$ cat src/source/datapathPkg.sv
`default_nettype none

package datapathPkg;

    localparam int dataWidth = 32;     // width of the shared bus.
    localparam int regCount = 16;
    localparam int regIndexWidth = 4;
    localparam int opcodeWidth = 5;
    localparam int constWidth = 19;

    // alu opcodes in the top five bits of the instruction.
    localparam logic [opcodeWidth-1:0] opAdd = 5'b00011;
    localparam logic [opcodeWidth-1:0] opSub = 5'b00100;
    localparam logic [opcodeWidth-1:0] opAnd = 5'b00101;
    localparam logic [opcodeWidth-1:0] opOr = 5'b00110;
    localparam logic [opcodeWidth-1:0] opShr = 5'b00111;
    localparam logic [opcodeWidth-1:0] opShra = 5'b01000;
    localparam logic [opcodeWidth-1:0] opShl = 5'b01001;
    localparam logic [opcodeWidth-1:0] opRor = 5'b01010;
    localparam logic [opcodeWidth-1:0] opRol = 5'b01011;
    localparam logic [opcodeWidth-1:0] opMul = 5'b01110;
    localparam logic [opcodeWidth-1:0] opDiv = 5'b01111;
    localparam logic [opcodeWidth-1:0] opNeg = 5'b10000;
    localparam logic [opcodeWidth-1:0] opNot = 5'b10001;

    // one instruction word read in three-register or register-constant form.
    typedef union packed {
        struct packed {
            logic [opcodeWidth-1:0] opcode;
            logic [regIndexWidth-1:0] ra;
            logic [regIndexWidth-1:0] rb;
            logic [regIndexWidth-1:0] rc;
            logic [dataWidth-opcodeWidth-3*regIndexWidth-1:0] unused;
        } rFormat;
        struct packed {
            logic [opcodeWidth-1:0] opcode;
            logic [regIndexWidth-1:0] ra;
            logic [regIndexWidth-1:0] rb;
            logic [constWidth-1:0] constant;
        } iFormat;
    } instrWord;

endpackage

`default_nettype wire
$ cat src/source/busMux.sv
`timescale 1ns/1ps
`default_nettype none

module busMux (
    input  logic rOut,
    input  logic [datapathPkg::dataWidth-1:0] regData,
    input  logic pcOut,
    input  logic [datapathPkg::dataWidth-1:0] pcValue,
    input  logic mdrOut,
    input  logic [datapathPkg::dataWidth-1:0] mdrValue,
    input  logic zHighOut,
    input  logic zLowOut,
    input  logic [2*datapathPkg::dataWidth-1:0] zValue,
    input  logic hiOut,
    input  logic [datapathPkg::dataWidth-1:0] hiValue,
    input  logic loOut,
    input  logic [datapathPkg::dataWidth-1:0] loValue,
    input  logic cOut,
    input  logic [datapathPkg::dataWidth-1:0] cValue,
    output logic [datapathPkg::dataWidth-1:0] busData
);
    localparam int dw = datapathPkg::dataWidth;

    // and-or select over one-hot strobes gives zero when none is high.
    assign busData = ({dw{rOut}} & regData)
                   | ({dw{pcOut}} & pcValue)
                   | ({dw{mdrOut}} & mdrValue)
                   | ({dw{zHighOut}} & zValue[2*dw-1:dw])
                   | ({dw{zLowOut}} & zValue[dw-1:0])
                   | ({dw{hiOut}} & hiValue)
                   | ({dw{loOut}} & loValue)
                   | ({dw{cOut}} & cValue);

endmodule

`default_nettype wire

$ cat config.mk
export PLATFORM = sky130hd
export DESIGN_NAME = busMux
export DESIGN_NICKNAME = d
export VERILOG_FILES = /design/src/source/datapathPkg.sv /design/src/source/busMux.sv
export SDC_FILE = /design/constraint.sdc
export NUM_CORES = 1
export LEC_CHECK = 0
export CAP_MARGIN = 20
export CORE_AREA = 2 2 116 118
export DETAILED_ROUTE_END_ITERATION = 16
export DIE_AREA = 0 0 118 120
export DONT_BUFFER_PORTS = 1
export PLACE_DENSITY = 0.3
export SYNTH_ARGS = -nofsm -noshare
export SYNTH_HDL_FRONTEND = slang
export SYNTH_SLANG_ARGS = --single-unit
$ cat constraint.sdc
create_clock -name vclk -period 0.8
set_clock_uncertainty 0.1 [all_clocks]
set_input_delay 0.04 -clock vclk [all_inputs]
set_output_delay 0.04 -clock vclk [all_outputs]
set_load 0.005 [all_outputs]
# == Word-level counts from Yosys, hierarchy flattened ==
# Cells that the tools add are included.
# classes
bitwise,15
# ops
operator,count
bitwise AND 32 bit,8
bitwise OR 32 bit,7
# word_totals
reg_bits,0
wordCells,15
in_bits,264

# == Longest topological paths before layout ==
# logic_depth
word_depth,8
mapped_depth,3
depth_no_buf,2

# == Worst setup path after synthesis ==
# Ideal clock, no wire load.
# synth_path
path_type,in2out
from,in loOut
to,out busData[0] (netlist bit)
t_required_ns,0.660
path_stages,3
slack_ns,0.194
arrival_ns,0.466
path_cell_list,buf_2 -> a22oi_1 -> nand4_1
# synth_between
elab_chain_len,3
# synth_rtl
item,line_no,rtl
start: declaration,busMux.sv:16,"input logic loOut,"
bitwise AND 32 bit,busMux.sv:31,| ({dw{loOut}} & loValue)
bitwise OR 32 bit,busMux.sv:31,
bitwise OR 32 bit,busMux.sv:32,| ({dw{cOut}} & cValue);
end: declaration,busMux.sv:20,output logic [datapathPkg::dataWidth-1:0] busData
# No other way between the ends.

# == Worst setup path after layout ==
# layout_path
from,in rOut
to,out busData[30] (netlist bit)
# layout_between
elab_chain_len,8
# layout_rtl
item,line_no,rtl
start: declaration,busMux.sv:5,"input logic rOut,"
bitwise AND 32 bit,busMux.sv:25,assign busData = ({dw{rOut}} & regData)
bitwise OR 32 bit,busMux.sv:26,| ({dw{pcOut}} & pcValue)
bitwise OR 32 bit,busMux.sv:27,| ({dw{mdrOut}} & mdrValue)
bitwise OR 32 bit,busMux.sv:28,| ({dw{zHighOut}} & zValue[2*dw-1:dw])
bitwise OR 32 bit,busMux.sv:29,| ({dw{zLowOut}} & zValue[dw-1:0])
bitwise OR 32 bit,busMux.sv:30,| ({dw{hiOut}} & hiValue)
bitwise OR 32 bit,busMux.sv:31,
bitwise OR 32 bit,busMux.sv:32,
# No other way between the ends.

==> flow_results.org <==
** Synth
- Sequential-to-total area share from yosys stat :: 0%
- Synth Area per Inst :: between 7 and 8 µm²
- The synthesized netlist contains 5 unique library cells.
- Cell accounting for the most synthesized area :: a22oi_1
- By area the synthesized netlist is led by a22oi_1 71%, nand4_1 15%, buf_6 7.5%.
- Cell Area, Synth :: ~0.0013 mm²
- Commonest cells post-synth :: 127 x a22oi_1, 32 x nand4_1, 15 x buf_2
- Area share of the largest cell type after synthesis :: 71.02%
- Syn_nets :: 448
- Yosys instantiated no cell more often than a22oi_1.
- Gate count of the mapped netlist :: 184
- The Yosys step of the flow raised 0 warnings.

** Timing
- Setup violations remaining at the end of the flow were counted as 0.
- Static timing analysis puts the maximum clock frequency at 1.543 GHz.
- Dividing the final minimum period by the clock period gives 81.02%.
- Worst Max-Slew Pin Slew :: ~0.32 ns
- Setup repair after global routing left no endpoint under its margin.
- Hold is met by 0.1053 ns.
- In this run the tightest slew margin relative to its limit is 78.68%.
- Shortest period the worst path allows :: 0.6482 ns
- Final Max Slew Viols :: 0
- Fin. Hold Viols :: 0
- In the final timing run, aggregate negative setup slack is 0 ns.

** Outcome
- The run finished with clean final reports.

** Floorplanning
- For this configuration, the core starts out at a cell density of 10.34%.
- Chip width :: 118 µm
- The die is ~120 µm tall.
- For this design the top-level I/O count stands at 296.
- Cell Rows :: 42
- Total Die Area :: around 0.014 mm²
- Placeable core region :: 0.01298 mm²

** Worst setup path
- By startpoint and endpoint, the worst setup path is classified as primary input to output pin.
- In this run the worst path has a maximum fanout of 32.
- Walking the worst path, the cells encountered are a22oi_1, nand4_1.
- STA puts the critical path data required time at 0.66 ns.
- For this run, the slowest stage of the critical path takes 0.29 ns.
- Source of the critical timing path :: rOut
- Critical path launch point type :: primary input
- The most critical setup path has its endpoint at busData[30].
- Cell class contributing the biggest share of worst-path delay :: compound AO/OA/AOI/OAI gates
- The critical path crosses 2 cells after its start point.
- The number of buffers and inverters on the critical path is 0.
- Critical path endpoint category :: output pin
- Endpoint arrival time on the critical path :: ~0.5 ns
- The slowest stage of the critical path is the a22oi_1 cell.

** Placement
- The congestion estimate from routability-driven global placement came to 0.7517.
- Count of buffers inserted at the top-level ports :: 0
- Instance area after placement :: 0.001386 mm²
- HPWL Detailed :: 6240 µm

** Global route
- Antenna violations before repair :: 0
- The first global-routing pass estimated ~11,000 µm of wire.
- Residual overflow from global routing :: 0
- Number of global-route vias before repair :: 1,856
- Global routing used 10.23% of the available tracks.
- Maximum number of pins on one net before global-route repair :: 33

** Clocking
- Hold repair after CTS inserted 0 buffers.
- Buffer count from post-CTS setup fixing :: 0
- The number of gates resized after CTS was 0.

** Drt
- After detailed routing, the total wire length is 8479 µm.
- ANT nets after route :: 0
- Number of vias after detailed routing :: 2,048
- The first routing iteration left 217 violations.
- First drt pass iteration count :: 5
- For this run, design rule violations remaining after detail routing come to 0.
- Routed via count divided by cell count :: ~6.1
- Dividing the detail-routed wire length by the instance count gives 25.24 µm.

** Final layout
- # clk buffers :: 0
- Summing all flip-flop and latch instances after layout gives 0 µm².
- In the final layout, the share of cells above drive strength 1 is less than 1%.
- The finished cells cover 0.001386 mm².
- Signed area change from the synthesized netlist to the final layout :: 3.262%
- Final Net Count :: 426
- Antenna diode count :: 0
- The design has 0 sequential cells.
- The layout has 1,501 filler cells.

** Run
- Across the run, the number of max-cap violations was 0.

** Pwr
- Max IR drop VDD :: about 0.08 mV
- Leakage power total :: 0.0003554 µW
- Power density of the placed cells :: roughly 350 mW/mm²

** Worst hold path
- The tightest min-delay check is of the primary input to output pin type.
per-stage QoR:
| step | setup slack [ns] | util [%] | std cells | power [µW] |
|---|---|---|---|---|
| floorplan | 0.1940 | - | 184 | 592.1 |
| global placement | 0.1662 | 10.68 | 336 | 469.4 |
| detailed placement | 0.1800 | 10.68 | 336 | 482.1 |
| CTS | 0.1807 | 10.68 | 336 | 483.2 |
| global route | 0.1459 | 10.68 | 336 | 538.1 |
| finish | 0.1518 | 10.68 | 336 | 485.1 |
cell families after synthesis:
kind of cell / count (synthesis) / synth area share, %
AO/OA/AOI/OAI: 128 / 71.95
AND/OR/NAND/NOR: 32 / 14.91
buffers and inverters: 24 / 13.14
routing by layer:
metal / vias up / share of wire, % / GRT usage, %
met5: - / 0 / 0
met4: 0 / 2.1 / 2.259
met3: 19 / 11 / 1.426
met2: 247 / 50 / 18.20
met1: 982 / 37 / 13.07
li1: 800 / - / -
how the worst min path moves through the flow:
stage / startpoint / to / slack, ns / cells after the start
detailed placement: zValue[45] / busData[13] / 0.11 / 2
global route: zValue[54] / busData[22] / 0.11 / 2
floorplan: zValue[32] / busData[0] / 0.1 / 2
global placement: zValue[44] / busData[12] / 0.11 / 2
CTS: zValue[45] / busData[13] / 0.11 / 2
finish: zValue[45] / busData[13] / 0.11 / 2
final cells by class:
| cell class | instances | area [µm²] | share of cell area, % |
|---|---|---|---|
| multi-input combinational | 160 | 1166 | 84.12 |
| tap | 176 | 220.2 | 15.88 |
cells in the final DEF, fill, tap and decap left out:
master   count
a22oi_2      1
nand4_1     32
a22oi_1    127
report_power, final:
group / internal [µW] / switching, µW / leakage (µW)
Combinational: 276 / 209 / 0.000355
Sequential: 0 / 0 / 0
Clock: 0 / 0 / 0
Total: 276 / 209 / 0.000355
(Power assumes the default switching activity.)
