[src/source/datapathPkg.sv]
`default_nettype none

package datapathPkg;

    localparam int dataWidth = 32;     // width of the shared bus.
    localparam int regCount = 16;
    localparam int regIndexWidth = 4;
    localparam int opcodeWidth = 5;
    localparam int constWidth = 19;

    // alu opcodes in the top five bits of the instruction.
    localparam logic [opcodeWidth-1:0] opAdd = 5'b00011;
    localparam logic [opcodeWidth-1:0] opSub = 5'b00100;
    localparam logic [opcodeWidth-1:0] opAnd = 5'b00101;
    localparam logic [opcodeWidth-1:0] opOr = 5'b00110;
    localparam logic [opcodeWidth-1:0] opShr = 5'b00111;
    localparam logic [opcodeWidth-1:0] opShra = 5'b01000;
    localparam logic [opcodeWidth-1:0] opShl = 5'b01001;
    localparam logic [opcodeWidth-1:0] opRor = 5'b01010;
    localparam logic [opcodeWidth-1:0] opRol = 5'b01011;
    localparam logic [opcodeWidth-1:0] opMul = 5'b01110;
    localparam logic [opcodeWidth-1:0] opDiv = 5'b01111;
    localparam logic [opcodeWidth-1:0] opNeg = 5'b10000;
    localparam logic [opcodeWidth-1:0] opNot = 5'b10001;

    // one instruction word read in three-register or register-constant form.
    typedef union packed {
        struct packed {
            logic [opcodeWidth-1:0] opcode;
            logic [regIndexWidth-1:0] ra;
            logic [regIndexWidth-1:0] rb;
            logic [regIndexWidth-1:0] rc;
            logic [dataWidth-opcodeWidth-3*regIndexWidth-1:0] unused;
        } rFormat;
        struct packed {
            logic [opcodeWidth-1:0] opcode;
            logic [regIndexWidth-1:0] ra;
            logic [regIndexWidth-1:0] rb;
            logic [constWidth-1:0] constant;
        } iFormat;
    } instrWord;

endpackage

`default_nettype wire
[src/source/memoryInterface.sv]
`timescale 1ns/1ps
`default_nettype none

module memoryInterface (
    input  logic Clock,
    input  logic rstN,
    input  logic [datapathPkg::dataWidth-1:0] busData,
    input  logic marIn,
    input  logic mdrIn,
    input  logic read,
    input  logic [datapathPkg::dataWidth-1:0] wbDatIn,
    input  logic wbAck,
    output logic [datapathPkg::dataWidth-1:0] mdrValue,
    output logic wbCyc,
    output logic wbStb,
    output logic [datapathPkg::dataWidth-1:0] wbAdr,
    output logic memBusy
);
    logic [datapathPkg::dataWidth-1:0] mar;
    logic waiting;   // low is idle.

    always_ff @(posedge Clock) begin
        if (!rstN) begin
            waiting <= 1'b0;
        end else if (!waiting && read) begin
            waiting <= 1'b1;
        end else if (waiting && wbAck) begin
            waiting <= 1'b0;
        end
    end

    always_ff @(posedge Clock) begin
        if (!rstN) begin
            mar <= '0;
            mdrValue <= '0;
        end else begin
            if (marIn) mar <= busData;
            if (waiting && wbAck) mdrValue <= wbDatIn;   // ack beats a bus load.
            else if (mdrIn) mdrValue <= busData;
        end
    end

    assign wbCyc = waiting;
    assign wbStb = waiting;
    assign wbAdr = mar;
    assign memBusy = waiting;

endmodule

`default_nettype wire

[config.mk]
export PLATFORM = sky130hd
export DESIGN_NAME = memoryInterface
export DESIGN_NICKNAME = d
export VERILOG_FILES = /design/src/source/datapathPkg.sv /design/src/source/memoryInterface.sv
export SDC_FILE = /design/constraint.sdc
export NUM_CORES = 1
export LEC_CHECK = 0
export BUFFER_PORTS_ARGS = -buffer_cell sky130_fd_sc_hd__buf_2
export CELL_PAD_IN_SITES_DETAIL_PLACEMENT = 2
export CELL_PAD_IN_SITES_GLOBAL_PLACEMENT = 2
export CORE_MARGIN = 2
export CORE_UTILIZATION = 29
export CTS_BUF_LIST = sky130_fd_sc_hd__clkbuf_2
export CTS_CLUSTER_SIZE = 10
export DETAILED_ROUTE_END_ITERATION = 6
export PLACE_DENSITY_LB_ADDON = 0.1
export SLEW_MARGIN = 15
export SYNTH_ARGS = -nofsm -noshare
export SYNTH_HDL_FRONTEND = slang
export SYNTH_SLANG_ARGS = --single-unit
[constraint.sdc]
create_clock -name Clock -period 1.3 [get_ports Clock]
set_input_delay 0.13 -clock Clock [delete_from_list [all_inputs] [get_ports Clock]]
set_output_delay 0.13 -clock Clock [all_outputs]
set_load 0.005 [all_outputs]
# Yosys cells after proc, flatten, opt, wreduce, memory -nomap -nowiden
# Cells that the tools add are included.
# Widths: inputs -> output; s select.
[totals] out_inout_bits=67 regBits=65
[classes] mux=4 reduce_logical=5
[ops] op="$mux 32" n=2
[ops] op="$reduce_bool 2->1" n=2
[ops] op="$logic_and 1x1->1" n=2
[ops] op="$mux 1" n=2
[ops] op="$logic_not 1->1" n=1

# Depth between registers and ports, before layout
[logic_depth] ltp_word=3 ltp_mapped=4 mapped_depth_nobuf=2

# Worst setup path after synthesis
# No wires, ideal clock.
[synth_path] kind="flip-flop to flip-flop" start="reg waiting, in the netlist memBusy" end="reg mdrValue[0] in the netlist's numbering" path_buffers=1 setup_slack_ps=243 synth_period_minus_slack_ps=1057 required_time_ps=1154 stages_incl_launch_ff=4 arrival_time_ps=911 setup_time_ps=146 path_cell_list="dfxtp_1 -> clkbuf_1 -> and3b_1 -> a211oi_2"
[synth_between] elab_chain_len=2
[synth_rtl] element="start: declaration" line_no="memoryInterface.sv:20" rtl="logic waiting;"
[synth_rtl] element="start signal: assignment" line_no="memoryInterface.sv:24" rtl="waiting <= 1'b0;"
[synth_rtl] element="start signal: assignment" line_no="memoryInterface.sv:26" rtl="waiting <= 1'b1;"
[synth_rtl] element="start signal: assignment" line_no="memoryInterface.sv:28" rtl="waiting <= 1'b0;"
[synth_rtl] element="$logic_and 1x1->1 (*)" line_no="memoryInterface.sv:38" rtl="if (waiting && wbAck) mdrValue <= wbDatIn;"
[synth_rtl] element="$mux 32 / $reduce_bool 2->1 (equally long branches)"
[synth_rtl] element="end signal: assignment" line_no="memoryInterface.sv:38"
[synth_rtl] element="end signal: assignment" line_no="memoryInterface.sv:39" rtl="else if (mdrIn) mdrValue <= busData;"
[synth_rtl] element="end: declaration" line_no="memoryInterface.sv:13" rtl="output logic [datapathPkg::dataWidth-1:0] mdrValue,"
# Mark *: on every way between the ends. The rest lies on a longest branch, timed or not.
# A chain may end at the register's enable or synchronous reset.

# Final worst setup path
[layout_path] start="reg waiting, in the netlist memBusy" end="out wbCyc"
[layout_rtl] element="end: declaration" line_no="memoryInterface.sv:14" rtl="output logic wbCyc,"
# No word-level cell between the ends.

==> reports/results.txt <==
Data on the critical path arrives at its endpoint at 1.11 ns. In the final layout, the multi-input gates occupy 1460 sq um. After clock tree synthesis, the clock-pin slew on the worst setup and hold paths is 0.19 ns.

The core box area came out at 9770 sq um. The boundary pin count came out at 137. The post-placement setup slack was 0.184 ns; the final-report hold violation count was 0. The synthesized netlist devotes 13.5% of its cell area to compound gates. The flow ran to the end, and the final reports show no timing, DRC or antenna violations. By area, the combinational part of the netlist is dominated by multiplexers. The tools report the number of antenna violations at the first check in global routing as 0. The worst setup path is of the register to primary output kind. The tools report the final antenna diode count as 0. The mean cell area of the mapped netlist came out at 11.4 sq um. The routed layout has 2736 vias. For this run, the post-layout net count is 528.

Counting along the longest clock path gives a buffer depth of 2. The top cell types in the final layout, fill and taps aside, are buf_2 (133), dlygate4sd3_1 (65), mux2i_1 (64), dfxtp_1 (64). The worst setup path is launched from a register. After synthesis, the share of cell area in mux cells is 21.9%.

Kind of end point of the critical path: a primary output. After synthesis the netlist holds a flip-flop and latch count of 65. Entering global routing, the biggest net connects 66 pins. The post-detailed-routing wire length is 10000 microns, and the clock tree skew after final layout is 0.0281 ns. The first TritonRoute pass finished after 4 iterations. Measured along the x axis, the die boundary spans 104 microns. The final non-filler cell area is 4630 sq um, and the via count of the first global-routing pass is 3046. The run gives 1310 sq um as the sequential cell area. The run gives 0 as the setup violation total in the final timing report. The tightest hold path in the finished design has a slack of 0.109 ns.

For the mapped cell area, the log shows 2930 sq um. The floorplan step set the die height to 104 microns. Summing the areas of all xor and xnor instances in the mapped netlist gives 0% of the synthesized area.

TritonCTS built the clock tree. After filler insertion, the fill cell instance count of the layout stands at 1063. The area share of the largest cell type after synthesis is 44.5%. The initial utilization of the core area, before any placement, comes to 29.9%. After technology mapping, the gate count stands at 256.

Required time of the worst setup path: 1.17 ns. The worst hold path belongs to the class primary input to register. The area growth from synthesis to layout works out to 58.1%.

Setup slack on the critical path of the routed design comes to 0.0601 ns. Summed over all layers, the global routing overflow is 0. Clock tree synthesis found a total of 65 sinks. In this run the worst path has a maximum fanout of 4. Max-cap violations in this run came to 0. The portion of the post-synthesis area used by sequential elements was 44.5%; the sum of net half-perimeters after detailed placement was 6240 microns.

The logs give 9 for the clock buffer count from CTS and 2.37 nW for the leakage power. The actual slew at the worst max-slew pin is 0.412 ns, and the synthesized netlist net count is 326. Measured against its own limit, the worst slew margin works out to 72.5%.

The clock tree synthesis step divided the H-tree into 3 levels. The post-detailed-route wirelength per cell is 16.8 microns, and the count of yosys warnings during synthesis is 0. The final weighted congestion in routability-driven placement is 0.716, and the ratio of routed vias to standard cells is 4.60. Dividing total power by cell area gives a power density of 955 nW/um^2.

In this run the remaining antenna-violating nets after routing total 0. Global routing used 18.9% of the available tracks. The time the worst path needs with I/O delays and setup is 1.24 ns.

Cells with a size suffix above 1 make up 42.9% of the layout. In the post-synthesis netlist, the biggest area contributors are dfxtp_1 (44%), mux2i_1 (22%), a211oi_2 (13%). Summing all placed instances gives a cell area of 3760 sq um. Final count of pins violating max slew: 0.

The library cell occupying the most area in the post-synthesis netlist is dfxtp_1. Of the total synthesized cell area, the portion taken by AND, OR, NAND and NOR gates is 14.3%. The synthesized netlist devotes 0% of its cell area to adder and majority cells.

CTS placed an instance of clkbuf_2 at the clock tree root. The first routing iteration left 43 violations. Leaving out fill and tap cells, the most frequent cell in the layout is buf_2. The worst path uses 95.4% of the clock period. Row generation in the floorplan step produced 36 rows.

Summed over all failing endpoints, the final setup total negative slack is 0 ns. For this run, design rule violations remaining after detail routing come to 0. Timing would allow up to 807 MHz. The clock latency of the later-clocked register in the worst-skew pair is 0.50 ns, and the number of distinct standard cells referenced by the synthesized netlist is 15. The first global-routing pass estimated 16200 microns of wire.

Setup repair after global routing could not meet its margin everywhere. IR analysis of the VDD net gives a maximum drop of 396 uV. The floorplan step defined a die boundary enclosing 10900 sq um. The count of input and output buffers came out at 136.
-- report_power, final --
part           internal [mW]  switching, mW  total [mW]
sequential              2.14         0.0737        2.21
combinational          0.582          0.435        1.02
clock                  0.425          0.769        1.19
total                   3.14           1.28        4.42
-- synthesized netlist by cell type (all sizes together) --
cell type and instances:
and3b 32, a211oi 32, buf 16, dfxtp 65, nand2 1, nor2 32
a21oi 1, clkbuf 10, inv 1, mux2i 64, nand2b 2
-- state kept, by name, summed over array words and instances, names as in the netlist --
| signal | flops |
|---|---|
| wbAdr | 32 |
| memBusy | 1 |
| mdrValue | 32 |
-- worst max-delay path, cell delays in order, from the launching register on --
cell     delay [ns]
dfxtp_4        0.41
buf_12         0.13
buf_6          0.10
-- final timing paths --
| check | start | to | slack, ns | cells past startpoint |
|---|---|---|---|---|
| worst max register to register | memBusy | mdrValue[6] | 0.08 | 4 |
| worst max-delay path | memBusy | wbCyc | 0.06 | 2 |
| worst min-delay path | rstN | wbAdr[9] | 0.11 | 4 |
| worst min register to register | wbAdr[11] | wbAdr[11] | 0.52 | 2 |
-- final cells by class --
type / instances / share of cell area [%]
Clock buffer: 10 / 1.08
Tap cell: 133 / 3.60
Sequential cell: 65 / 28.2
Multi-Input combinational cell: 164 / 31.5
Inverter: 1 / 0.0811
Timing Repair Buffer: 217 / 34.5
Clock inverter: 5 / 1.03
-- metrics by stage --
| stage | std cells | power [mW] | util, % |
|---|---|---|---|
| finish | 595 | 4.42 | 47.4 |
| global route | 595 | 4.67 | 47.4 |
| CTS | 595 | 4.47 | 47.1 |
| detailed placement | 510 | 3.06 | 38.5 |
| global placement | 510 | 3.04 | 38.5 |
| floorplan | 256 | 2.68 | - |
-- what timing repair did --
action                                  CTS  global route
endpoints found under the setup margin    3             5
endpoints found under the hold margin    65             0
hold buffers                             65             0
cloned                                    1             0
resized for setup                         8             4
setup buffers                             4             0
-- per-layer routing --
metal	GRT usage (%)	up-vias	share of wire (%)
met5	0	-	0
li1	-	1322	-
met4	5.79	0	1.2
met2	34.4	76	52
met1	21.8	1327	42
met3	4.26	11	5.0
-- cells by family after synthesis --
logic type / Yosys count
and+or+nand+nor: 67
DFF: 65
muxes: 64
AOI/OAI and AO/OA: 33
buffers and inverters: 27
Note: power is estimated with default switching activity, not from simulation.
