--- src/source/datapathPkg.sv ---
`default_nettype none

package datapathPkg;

    localparam int dataWidth = 32;     // width of the shared bus.
    localparam int regCount = 16;
    localparam int regIndexWidth = 4;
    localparam int opcodeWidth = 5;
    localparam int constWidth = 19;

    // alu opcodes in the top five bits of the instruction.
    localparam logic [opcodeWidth-1:0] opAdd = 5'b00011;
    localparam logic [opcodeWidth-1:0] opSub = 5'b00100;
    localparam logic [opcodeWidth-1:0] opAnd = 5'b00101;
    localparam logic [opcodeWidth-1:0] opOr = 5'b00110;
    localparam logic [opcodeWidth-1:0] opShr = 5'b00111;
    localparam logic [opcodeWidth-1:0] opShra = 5'b01000;
    localparam logic [opcodeWidth-1:0] opShl = 5'b01001;
    localparam logic [opcodeWidth-1:0] opRor = 5'b01010;
    localparam logic [opcodeWidth-1:0] opRol = 5'b01011;
    localparam logic [opcodeWidth-1:0] opMul = 5'b01110;
    localparam logic [opcodeWidth-1:0] opDiv = 5'b01111;
    localparam logic [opcodeWidth-1:0] opNeg = 5'b10000;
    localparam logic [opcodeWidth-1:0] opNot = 5'b10001;

    // one instruction word read in three-register or register-constant form.
    typedef union packed {
        struct packed {
            logic [opcodeWidth-1:0] opcode;
            logic [regIndexWidth-1:0] ra;
            logic [regIndexWidth-1:0] rb;
            logic [regIndexWidth-1:0] rc;
            logic [dataWidth-opcodeWidth-3*regIndexWidth-1:0] unused;
        } rFormat;
        struct packed {
            logic [opcodeWidth-1:0] opcode;
            logic [regIndexWidth-1:0] ra;
            logic [regIndexWidth-1:0] rb;
            logic [constWidth-1:0] constant;
        } iFormat;
    } instrWord;

endpackage

`default_nettype wire
--- src/source/specialRegisters.sv ---
`timescale 1ns/1ps
`default_nettype none

module specialRegisters (
    input  logic Clock,
    input  logic rstN,
    input  logic [datapathPkg::dataWidth-1:0] busData,
    input  logic [2*datapathPkg::dataWidth-1:0] aluResult,
    input  logic pcIn,
    input  logic irIn,
    input  logic yIn,
    input  logic zIn,
    input  logic hiIn,
    input  logic loIn,
    output logic [datapathPkg::dataWidth-1:0] pcValue,
    output datapathPkg::instrWord ir,
    output logic [datapathPkg::dataWidth-1:0] yValue,
    output logic [2*datapathPkg::dataWidth-1:0] zValue,
    output logic [datapathPkg::dataWidth-1:0] hiValue,
    output logic [datapathPkg::dataWidth-1:0] loValue
);

    always_ff @(posedge Clock) begin
        if (!rstN) begin
            pcValue <= '0;
            ir <= '0;
            yValue <= '0;
            zValue <= '0;
            hiValue <= '0;
            loValue <= '0;
        end else begin
            if (pcIn) pcValue <= busData;
            if (irIn) ir <= busData;
            if (yIn) yValue <= busData;     // alu operand a.
            if (zIn) zValue <= aluResult;   // only z loads from the alu.
            if (hiIn) hiValue <= busData;
            if (loIn) loValue <= busData;
        end
    end

endmodule

`default_nettype wire

--- config.mk ---
export PLATFORM = sky130hd
export DESIGN_NAME = specialRegisters
export DESIGN_NICKNAME = d
export VERILOG_FILES = /design/src/source/datapathPkg.sv /design/src/source/specialRegisters.sv
export SDC_FILE = /design/constraint.sdc
export NUM_CORES = 1
export LEC_CHECK = 0
export BUFFER_PORTS_ARGS = -buffer_cell sky130_fd_sc_hd__clkbuf_2
export CORE_MARGIN = 10
export CORE_UTILIZATION = 31
export DETAILED_ROUTE_END_ITERATION = 7
export GPL_TIMING_DRIVEN = 0
export SLEW_MARGIN = 20
export SYNTH_ARGS = -nofsm -noshare
export SYNTH_HDL_FRONTEND = slang
export SYNTH_SLANG_ARGS = --single-unit
export TNS_END_PERCENT = 10
--- constraint.sdc ---
create_clock -name Clock -period 1.05 [get_ports Clock]
set_input_delay 0.315 -clock Clock [delete_from_list [all_inputs] [get_ports Clock]]
set_output_delay 0.315 -clock Clock [all_outputs]
set_load 0.005 [all_outputs]
After elaboration in Yosys (flattened, before gate mapping)

Index checks and enable logic that the tools add are counted.

Flip-flop bits (word level): 224
Input port bits: 104
Output and inout port bits: 224
Word-level logic and storage cells: 6

Depth between registers and ports, before layout

Gate-level depths: netlist of the first run.

Depth in word-level cells: 0
Gate-level depth with buffers: 4
Depth with buffers taken out: 2

Least setup slack after synthesis of the first run

Ideal clock, no wire load.

Path type: input port to flip-flop
Start: input port rstN
End: register zValue[0] (netlist bit)
Setup time: 0.116 ns
Arrival time: 0.854 ns
Path slack: 0.080 ns
Stages on the path: 4
Path buffers: 3
Cell sequence: buf_4 buf_4 buf_2 nor2b_1

RTL lines:

| item                 | line                   | source |
|---|---|---|
| from (decl)          | specialRegisters.sv:6  | `input logic rstN,` |
| to (signal assigned) | specialRegisters.sv:35 | `if (zIn) zValue <= aluResult;` |
| to (decl)            | specialRegisters.sv:18 | `output logic [2*datapathPkg::dataWidth-1:0] zValue,` |

No word-level cell between the ends.

Final worst setup path of the first run

Start: register loValue[29] (netlist bit)
End: output port loValue[29] (netlist bit)

RTL lines:

| item                   | line                   | source |
|---|---|---|
| from (decl)            | specialRegisters.sv:20 | `output logic [datapathPkg::dataWidth-1:0] loValue` |
| from (signal assigned) | specialRegisters.sv:37 | `if (loIn) loValue <= busData;` |

No word-level cell between the ends.

==> flow_summary_export.csv, run 1 <==
group,metric,value,unit
floorplan,top_level_ports,328,
final_layout,synthToLayoutAreaGrowth,49.2,%
run_status,outcome,"finished with violations",
job,maxCapViolCount,0,
yosys,synth_area_leaders,"dfxtp_1 (52%), mux2i_1 (26%), nor2b_1 (16%)",
yosys,synthCells,724,
yosys,synth_commonest_cells,"dfxtp_1 (224), mux2i_1 (224), nor2b_1 (224), buf_6 (16), buf_2 (10)",
route,post-route-drc-count,0,
yosys,synth_nets,828,
clocking,clockBufferDepth,3,
timing,timing.final.crit_share,1.24,
clocking,clkTransAtPathRegs,0.06,ns
route,routed_via_density,4.27,
worst_setup_path,reg2reg_slack,0.30,ns
worst_setup_path,crit_chain,"buf_8",
pwr,p_int,15.6,mW
clocking,clockRootBuffer,"clkbuf_16",
final_layout,final_nets,1177,
yosys,seq_area_frac_synth,0.524,
clocking,cts_buffers,26,
worst_setup_path,worstReg2RegStart,"yValue[1]",
worst_setup_path,reg2regPathDepth,3,
place,place.detailed.hpwl,20400,um
route,drtIter0Drc,132,
timing,finalSetupViolations,224,
clocking,cts_tree,"built",
clocking,clock-sinks,224,
yosys,async_flop_share,0,
pwr,p_clk_frac,0.404,
grt,grt_max_degree,14,
worst_hold_path,hold_path_class,"input port to flop",
worst_setup_path,critPathMaxStageDelay,0.35,ns
floorplan,num_rows,60,
yosys,netlist.area_leader.share,0.524,
worst_hold_path,hold_path.startpoint,"aluResult[60]",
worst_setup_path,reg2reg_to,"yValue[1]",
timing,worst_slack,-0.254,ns
pwr,p_sw,4.97,mW
pwr,switching_share,0.241,
yosys,ys_ff_latch,224,
route,route.vias.total,6225,
yosys,synth_cell_type_count,9,
grt,grt_usage,0.148,
run_status,violations,"negative setup slack",
clocking,cts_htree_levels,1,
timing,slew_headroom,0.627,
worst_setup_path,worstSetupPathType,"flop to output port",
route,wl,27500,um
floorplan,dieHeight,186,um
yosys,yosys_warnings,0,
yosys,synth_ff_type,"dfxtp_1",
grt,grt_pass1_wl,39900,um
timing,worst_slew_pin_slew,0.560,ns
grt,grt_overflow,0,
worst_setup_path,critPathRequiredTime,0.73,ns
place,portBuffers,320,
worst_hold_path,whs_endpoint,"zValue[60]",
place,dp_cells,1416,
timing,min_period,1.30,ns
pwr,power_frac_seq,0.460,
grt,grt_pass1_vias,6513,
final_layout,instances_no_fill,1459,
timing,finalMaxSlewViolations,0,
timing,max_freq,767,MHz
worst_setup_path,path_buf_inv,1,
route,dr.pass1.iters,4,
floorplan,die_w,186,um
timing,skew,0,ns
pwr,irDropWorstVdd,1.06,mV
grt,antenna_found_initial,0,
pwr,power_density,1610,mW/mm^2
place,place.gp.congestion,0.775,
worst_setup_path,crit_fanout,2,
route,wl_per_cell,18.8,um
pwr,p_leak,5.96,nW
floorplan,core_area,0.0271,mm^2
pwr,comb_power_share,0.136,
timing,rsz0062_at_grt,"true",
timing,hold-worst-slack,0.0531,ns
worst_setup_path,cp_top_family,"flip-flops",
timing,hold_viol_final,0,
yosys,avgSynthCellArea,11.8,um^2
yosys,yosysTopAreaCell,"dfxtp_1",
worst_setup_path,crit_arrival,0.99,ns
worst_setup_path,endpoint_kind,"output port",
yosys,synth_edf_count,0,
route,antenna_left,0,
yosys,syn_area,0.00856,mm^2
clocking,clk_latency,0.53,ns
worst_setup_path,cp_slowest_cell,"dfxtp_2",
worst_hold_path,min_path_cells,3,
final_layout,drive_above_1_share,0.576,
worst_setup_path,critPathLaunchType,"flop",
floorplan,initial_utilization,0.316,
floorplan,design.die.area,0.0347,mm^2
cells by family after synthesis:
| logic type | count (synthesis) | synth area share |
|---|---|---|
| buffers and inverters | 52 | 0.0506 |
| flip-flops | 224 | 0.524 |
| multiplexers | 224 | 0.262 |
| AND/OR/NAND/NOR | 224 | 0.164 |
state kept, by name, indices dropped and copies added, names as in the netlist:
signal,count
zValue,64
hiValue,32
ir,32
loValue,32
pcValue,32
yValue,32
through the flow:
stage               setup TNS [ns]  worst slack [ns]   util  instance area (um^2)  total power [mW]
global route                -58.56            -0.297  0.471                 12800              21.5
floorplan                        0            0.0798      -                  8560              10.7
detailed placement          -31.20            -0.240  0.392                 10600              11.9
CTS                         -57.95            -0.299  0.433                 11700              20.4
global placement            -29.11            -0.229  0.392                 10600              11.9
finish                      -49.49            -0.254  0.471                 12800              20.6
repair_timing:
item	4_1_cts	5_1_grt
gates resized for setup	230	307
pin swaps	0	0
hold buffers	0	0
endpoints found under the setup margin	224	224
buffers inserted	0	1
worst max-delay path by stage:
stage,cells past startpoint,slack [ns],startpoint,to
finish,1,-0.25,loValue[29],loValue[29]
global route,1,-0.30,yValue[5],yValue[5]
global placement,4,-0.23,rstN,yValue[23]
floorplan,4,0.08,rstN,zValue[0]
CTS,1,-0.30,zValue[24],zValue[24]
detailed placement,4,-0.24,rstN,yValue[27]
cells in the final DEF, fill, tap and decap left out:
| master | synthesis | layout |
|---|---|---|
| clkbuf_8 | 0 | 5 |
| dfxtp_4 | 0 | 1 |
| diode_2 | 0 | 1 |
| buf_8 | 6 | 12 |
| clkbuf_2 | 6 | 158 |
| mux2i_1 | 224 | 224 |
| inv_8 | 0 | 1 |
| clkbuf_1 | 6 | 13 |
| clkinv_2 | 0 | 1 |
| dfxtp_2 | 0 | 223 |
| nor2b_1 | 224 | 224 |
| clkbuf_16 | 0 | 26 |
| buf_2 | 10 | 10 |
| buf_6 | 16 | 178 |
| clkinv_8 | 0 | 1 |
| buf_4 | 8 | 9 |
power groups by stage:
stage	clock [mW]	sequential (mW)	combinational, mW
after CTS	8.57	9.38	2.46
final	8.32	9.46	2.80
after global placement	0	9.44	2.41
after detailed placement	0	9.46	2.43
after floorplan	0	9.48	1.21
after global routing	8.92	9.52	3.08
tightest hold or removal path: stages:
cell      delay (ns)
clkbuf_2        0.07
mux2i_1         0.05
nor2b_1         0.09
per-layer routing:
layer / global-route usage / wire, um / up-vias
li1: - / - / 3082
met1: 0.173 / 11100 / 2880
met2: 0.244 / 12800 / 236
met3: 0.0675 / 3100 / 27
met4: 0.0322 / 474 / 0
met5: 0 / 0 / -
final cells by class:
cell class | instances | area, um^2
tap | 372 | 465
sequential | 224 | 4770
antenna | 1 | 2.50
buffer | 52 | 433
timing repair buffer | 321 | 2680
fill | 2565 | 14300
multi-input combinational | 448 | 3640
clock inverter | 3 | 32.5
clock buffer | 38 | 746
No activity file was read; power rests on OpenSTA's default activity.
==> inputs of run 2 (changes only) <==
--- a/config.mk
+++ b/config.mk
@@ -8,6 +8,7 @@
 export BUFFER_PORTS_ARGS = -buffer_cell sky130_fd_sc_hd__clkbuf_2
 export CORE_MARGIN = 10
 export CORE_UTILIZATION = 31
+export CTS_BUF_LIST = sky130_fd_sc_hd__clkbuf_2
 export DETAILED_ROUTE_END_ITERATION = 7
 export GPL_TIMING_DRIVEN = 0
 export SLEW_MARGIN = 20
==> flow_summary_export.csv, run 2 (synthesis results as in run 1) <==
group,metric,value,unit
run_status,outcome,"finished with violations",
run_status,violations,"negative setup slack",
clocking,clockRootBuffer,"clkbuf_2",
place,dp_cells,1416,
worst_setup_path,path_buf_inv,1,
worst_setup_path,cp_slowest_cell,"dfxtp_2",
floorplan,die_w,186,um
pwr,power_density,1370,mW/mm^2
floorplan,core_area,0.0271,mm^2
timing,rsz0062_at_grt,"true",
worst_setup_path,critPathRequiredTime,0.73,ns
timing,max_freq,616,MHz
timing,worst_slack,-0.573,ns
grt,grt_pass1_wl,43500,um
timing,min_period,1.62,ns
final_layout,regArea,0.00477,mm^2
worst_setup_path,critPathMaxStageDelay,0.35,ns
final_layout,largest_register,"zValue",
route,routed_via_density,4.22,
final_layout,drive_above_1_share,0.545,
floorplan,num_rows,60,
floorplan,top_level_ports,328,
worst_setup_path,crit_chain,"buf_8",
grt,grt_pass1_vias,7448,
worst_setup_path,endpoint_kind,"output port",
pwr,p_leak,6.43,nW
place,place.detailed.hpwl,20400,um
clocking,clockBufferDepth,3,
timing,slew_headroom,0.615,
timing,tns,-115.72,ns
route,antenna_left,0,
timing,timing.final.crit_share,1.55,
worst_setup_path,critPathLaunchType,"flop",
worst_hold_path,hold_path_class,"input port to flop",
grt,grt_max_degree,16,
pwr,total_power,18.5,mW
clocking,cts_htree_levels,2,
worst_setup_path,crit_fanout,2,
timing,skew,0,ns
floorplan,dieHeight,186,um
final_layout,multi_input_area,0.00364,mm^2
clocking,clock-sinks,224,
route,drtIter0Drc,165,
worst_setup_path,worstSetupPathType,"flop to output port",
clocking,clkTransAtPathRegs,0.12,ns
final_layout,synthToLayoutAreaGrowth,58.7,%
timing,worst_slew_pin_slew,0.578,ns
worst_setup_path,cp_top_family,"flip-flops",
route,route.vias.total,6885,
timing,hold_viol_final,0,
timing,finalSetupViolations,224,
final_layout,final_common_cell,"clkbuf_2",
clocking,clk_latency,0.82,ns
clocking,cts_tree,"built",
grt,grt_usage,0.161,
final_layout,largest_register_ffs,64,
final_layout,fill_cells,2444,
timing,hold-worst-slack,0.312,ns
floorplan,initial_utilization,0.316,
route,wl,30000,um
route,post-route-drc-count,0,
clocking,cts_buffers,60,
final_layout,instances_no_fill,1632,
place,place.gp.congestion,0.775,
job,maxCapViolCount,0,
route,dr.pass1.iters,4,
grt,antenna_found_initial,1,
final_layout,final_nets,1316,
grt,grt_overflow,0,
floorplan,design.die.area,0.0347,mm^2
timing,finalMaxSlewViolations,0,
final_layout,mostFrequentLayoutCells,"clkbuf_2 (245), mux2i_1 (224), nor2b_1 (224), dfxtp_2 (223), buf_6 (181)",
pwr,irDropWorstVdd,0.725,mV
route,wl_per_cell,18.4,um
place,portBuffers,320,
worst_setup_path,crit_arrival,1.31,ns
-- run 2: cell types whose count changed in the layout (fill, tap and decap cells not counted), sizes merged --
cell / before / now
clkinvlp: 0 / 1
diode: 1 / 2
clkinv: 2 / 17
buf: 209 / 214
clkbuf: 202 / 251
dlygate4sd3: 0 / 103
inv: 1 / 0
-- run 2: power by group --
part,total (mW),internal [mW],switching (mW)
combinational,3.18,1.89,1.28
sequential,9.46,9.10,0.355
clock,5.92,2.28,3.63
-- run 2: worst paths after layout --
check                      to  slack (ns)          start  cells past startpoint
setup reg to reg       ir[21]        0.29         ir[21]                      3
hold reg to reg   loValue[23]        0.51    loValue[23]                      2
hold / removal     zValue[59]        0.31  aluResult[59]                      4
setup / recovery        ir[0]       -0.57          ir[0]                      1
-- run 2: what timing repair did --
action,in CTS,in global routing
hold buffers,103,0
resized for setup,230,313
pin swaps,0,0
buffers inserted,2,1
endpoints found under the hold margin,224,0
setup endpoints to repair,224,224
-- run 2: per-stage QoR --
stage | setup slack, ns | util | instance area, um^2
after global routing | -0.729 | 0.501 | 13600
after detailed placement | -0.240 | 0.392 | 10600
after global placement | -0.229 | 0.392 | 10600
after floorplan | 0.0798 | - | 8560
final | -0.573 | 0.501 | 13600
after CTS | -0.694 | 0.462 | 12500
-- run 2: layout make-up --
| cell class | instances | area share |
|---|---|---|
| buffer | 52 | 0.0319 |
| clock buffer | 90 | 0.0332 |
| multi-input combinational | 448 | 0.268 |
| sequential | 224 | 0.351 |
| tap | 372 | 0.0343 |
| clock inverter | 18 | 0.00543 |
| timing repair buffer | 426 | 0.276 |
| antenna | 2 | 0.000368 |
-- run 2: routing by layer --
layer,vias to the layer above,wire length (um),track usage
li1,3396,-,-
met1,3168,11800,0.181
met2,279,14300,0.266
met3,42,3370,0.0757
met4,0,490,0.0513
met5,-,0,0
==> inputs of run 3 (changes only) <==
--- a/config.mk
+++ b/config.mk
@@ -10,7 +10,6 @@
 export CORE_UTILIZATION = 31
 export CTS_BUF_LIST = sky130_fd_sc_hd__clkbuf_2
 export DETAILED_ROUTE_END_ITERATION = 7
-export GPL_TIMING_DRIVEN = 0
 export SLEW_MARGIN = 20
 export SYNTH_ARGS = -nofsm -noshare
 export SYNTH_HDL_FRONTEND = slang
==> constraint.sdc (replaced) <==
create_clock -name Clock -period 1.35 [get_ports Clock]
set_input_delay 0.405 -clock Clock [delete_from_list [all_inputs] [get_ports Clock]]
set_output_delay 0.405 -clock Clock [all_outputs]
set_load 0.005 [all_outputs]
==> flow_summary_export.csv, run 3 (synthesis results as in run 1) <==
group,metric,value,unit
run_status,outcome,"finished with violations",
run_status,violations,"negative setup slack",
final_layout,mostFrequentLayoutCells,"clkbuf_2 (246), mux2i_1 (224), nor2b_1 (224), dfxtp_2 (223), buf_6 (167)",
worst_setup_path,cp_top_family,"flip-flops",
worst_setup_path,crit_arrival,1.28,ns
worst_hold_path,hold_path.startpoint,"hiIn",
clocking,clk_latency,0.79,ns
place,place.gp.congestion,0.784,
timing,slew_headroom,0.717,
floorplan,dieHeight,186,um
timing,max_freq,594,MHz
pwr,p_int,10.5,mW
grt,grt_pass1_vias,7021,
grt,grt_overflow,0,
route,antenna_left,0,
timing,worst_slack,-0.334,ns
pwr,comb_power_share,0.167,
job,maxCapViolCount,0,
final_layout,final_nets,1283,
route,routed_via_density,4.22,
clocking,clockBufferDepth,3,
grt,grt_max_degree,85,
timing,skew,0,ns
place,portBuffers,327,
worst_hold_path,hold_path_class,"input port to flop",
timing,tns,-64.58,ns
route,post-route-drc-count,0,
floorplan,design.die.area,0.0347,mm^2
worst_hold_path,whs_endpoint,"hiValue[0]",
pwr,p_leak,6.35,nW
timing,worst_slew_pin_slew,0.425,ns
timing,finalMaxSlewViolations,0,
route,wl,27800,um
worst_setup_path,crit_chain,"buf_8",
route,dr.pass1.iters,4,
timing,rsz0062_at_grt,"true",
clocking,clock-sinks,224,
floorplan,initial_utilization,0.316,
worst_setup_path,reg2regPathDepth,3,
worst_setup_path,critPathLaunchType,"flop",
clocking,clkTransAtPathRegs,0.11,ns
route,route.vias.total,6718,
timing,timing.final.crit_share,1.25,
place,place.detailed.hpwl,18100,um
route,wl_per_cell,17.4,um
floorplan,die_w,186,um
pwr,irDropWorstVdd,0.792,mV
timing,hold-worst-slack,0.133,ns
worst_setup_path,endpoint_kind,"output port",
grt,antenna_found_initial,1,
timing,min_period,1.68,ns
final_layout,final_core_util,0.497,
place,dp_slack,0.146,ns
grt,grt_pass1_wl,40100,um
pwr,power_frac_seq,0.508,
worst_setup_path,cp_slowest_cell,"dfxtp_2",
timing,hold_viol_final,0,
timing,finalSetupViolations,224,
floorplan,top_level_ports,328,
clocking,cts_tree,"built",
grt,grt_usage,0.145,
worst_setup_path,cp.depth,1,
clocking,clockRootBuffer,"clkbuf_2",
worst_setup_path,crit_fanout,2,
worst_setup_path,worstSetupPathType,"flop to output port",
worst_hold_path,min_path_cells,4,
pwr,switching_share,0.274,
worst_setup_path,reg2reg_slack,0.59,ns
final_layout,largest_register,"zValue",
worst_setup_path,worstReg2RegStart,"ir[25]",
worst_setup_path,path_buf_inv,1,
final_layout,drive_above_1_share,0.546,
worst_setup_path,reg2reg_to,"ir[25]",
clocking,cts_buffers,60,
route,drtIter0Drc,141,
worst_setup_path,critPathRequiredTime,0.95,ns
clocking,cts_htree_levels,2,
pwr,power_density,1080,mW/mm^2
pwr,p_clk_frac,0.326,
final_layout,synthToLayoutAreaGrowth,57.3,%
pwr,p_sw,3.97,mW
final_layout,largest_register_ffs,64,
floorplan,num_rows,60,
floorplan,core_area,0.0271,mm^2
worst_setup_path,critPathMaxStageDelay,0.35,ns
final_layout,final_common_cell,"clkbuf_2",
[run 3: repair_timing]
item	in CTS	in global routing
setup endpoints to repair	224	224
endpoints found under the hold margin	224	0
resized for setup	228	317
hold buffers	98	0
setup buffers	2	1
[run 3: metal layers]
layer / up-vias / track usage / share of wire
met3: 45 / 0.0664 / 0.11
met5: - / 0 / 0
met1: 3063 / 0.165 / 0.41
met4: 0 / 0.0422 / 0.018
li1: 3338 / - / -
met2: 272 / 0.239 / 0.46
[run 3: area by class of cell]
| class | count | area [um^2] |
|---|---|---|
| flip-flops and latches | 224 | 4770 |
| fillers | 2387 | 13600 |
| diodes | 1 | 2.50 |
| multi-input cells | 448 | 3640 |
| clock buffers | 92 | 460 |
| clock inverters | 11 | 68.8 |
| well taps | 372 | 465 |
| repair buffers | 445 | 4060 |
[run 3: power groups by stage]
stage	sequential, mW	combinational [mW]	clock, mW
floorplan	7.38	0.939	0
global placement	7.34	1.83	0
detailed placement	7.36	1.84	0
CTS	7.28	2.10	4.97
global route	7.40	2.61	5.31
finish	7.35	2.41	4.71
[run 3: worst max-delay path by stage]
stage / startpoint / end / slack (ns)
after global placement: yIn / yValue[21] / 0.15
after detailed placement: yIn / yValue[13] / 0.15
after floorplan: rstN / zValue[0] / 0.29
final: loValue[29] / loValue[29] / -0.33
after CTS: loValue[29] / loValue[29] / -0.49
after global routing: loValue[0] / loValue[0] / -0.47
[run 3: stage by stage]
stage          instances  total power [mW]  cell area (um^2)
3_3_place_gp        1388              9.18             10600
3_5_place_dp        1388              9.20             10600
5_1_grt             1593              15.3             13500
6_report            1593              14.5             13500
2_1_floorplan        724              8.31              8560
4_1_cts             1591              14.3             12400
[run 3: worst register-to-register path, cell delays in order (launching register included)]
cell and delay, ns:
dfxtp_2 0.34, buf_4 0.12, mux2i_1 0.14, nor2b_1 0.06
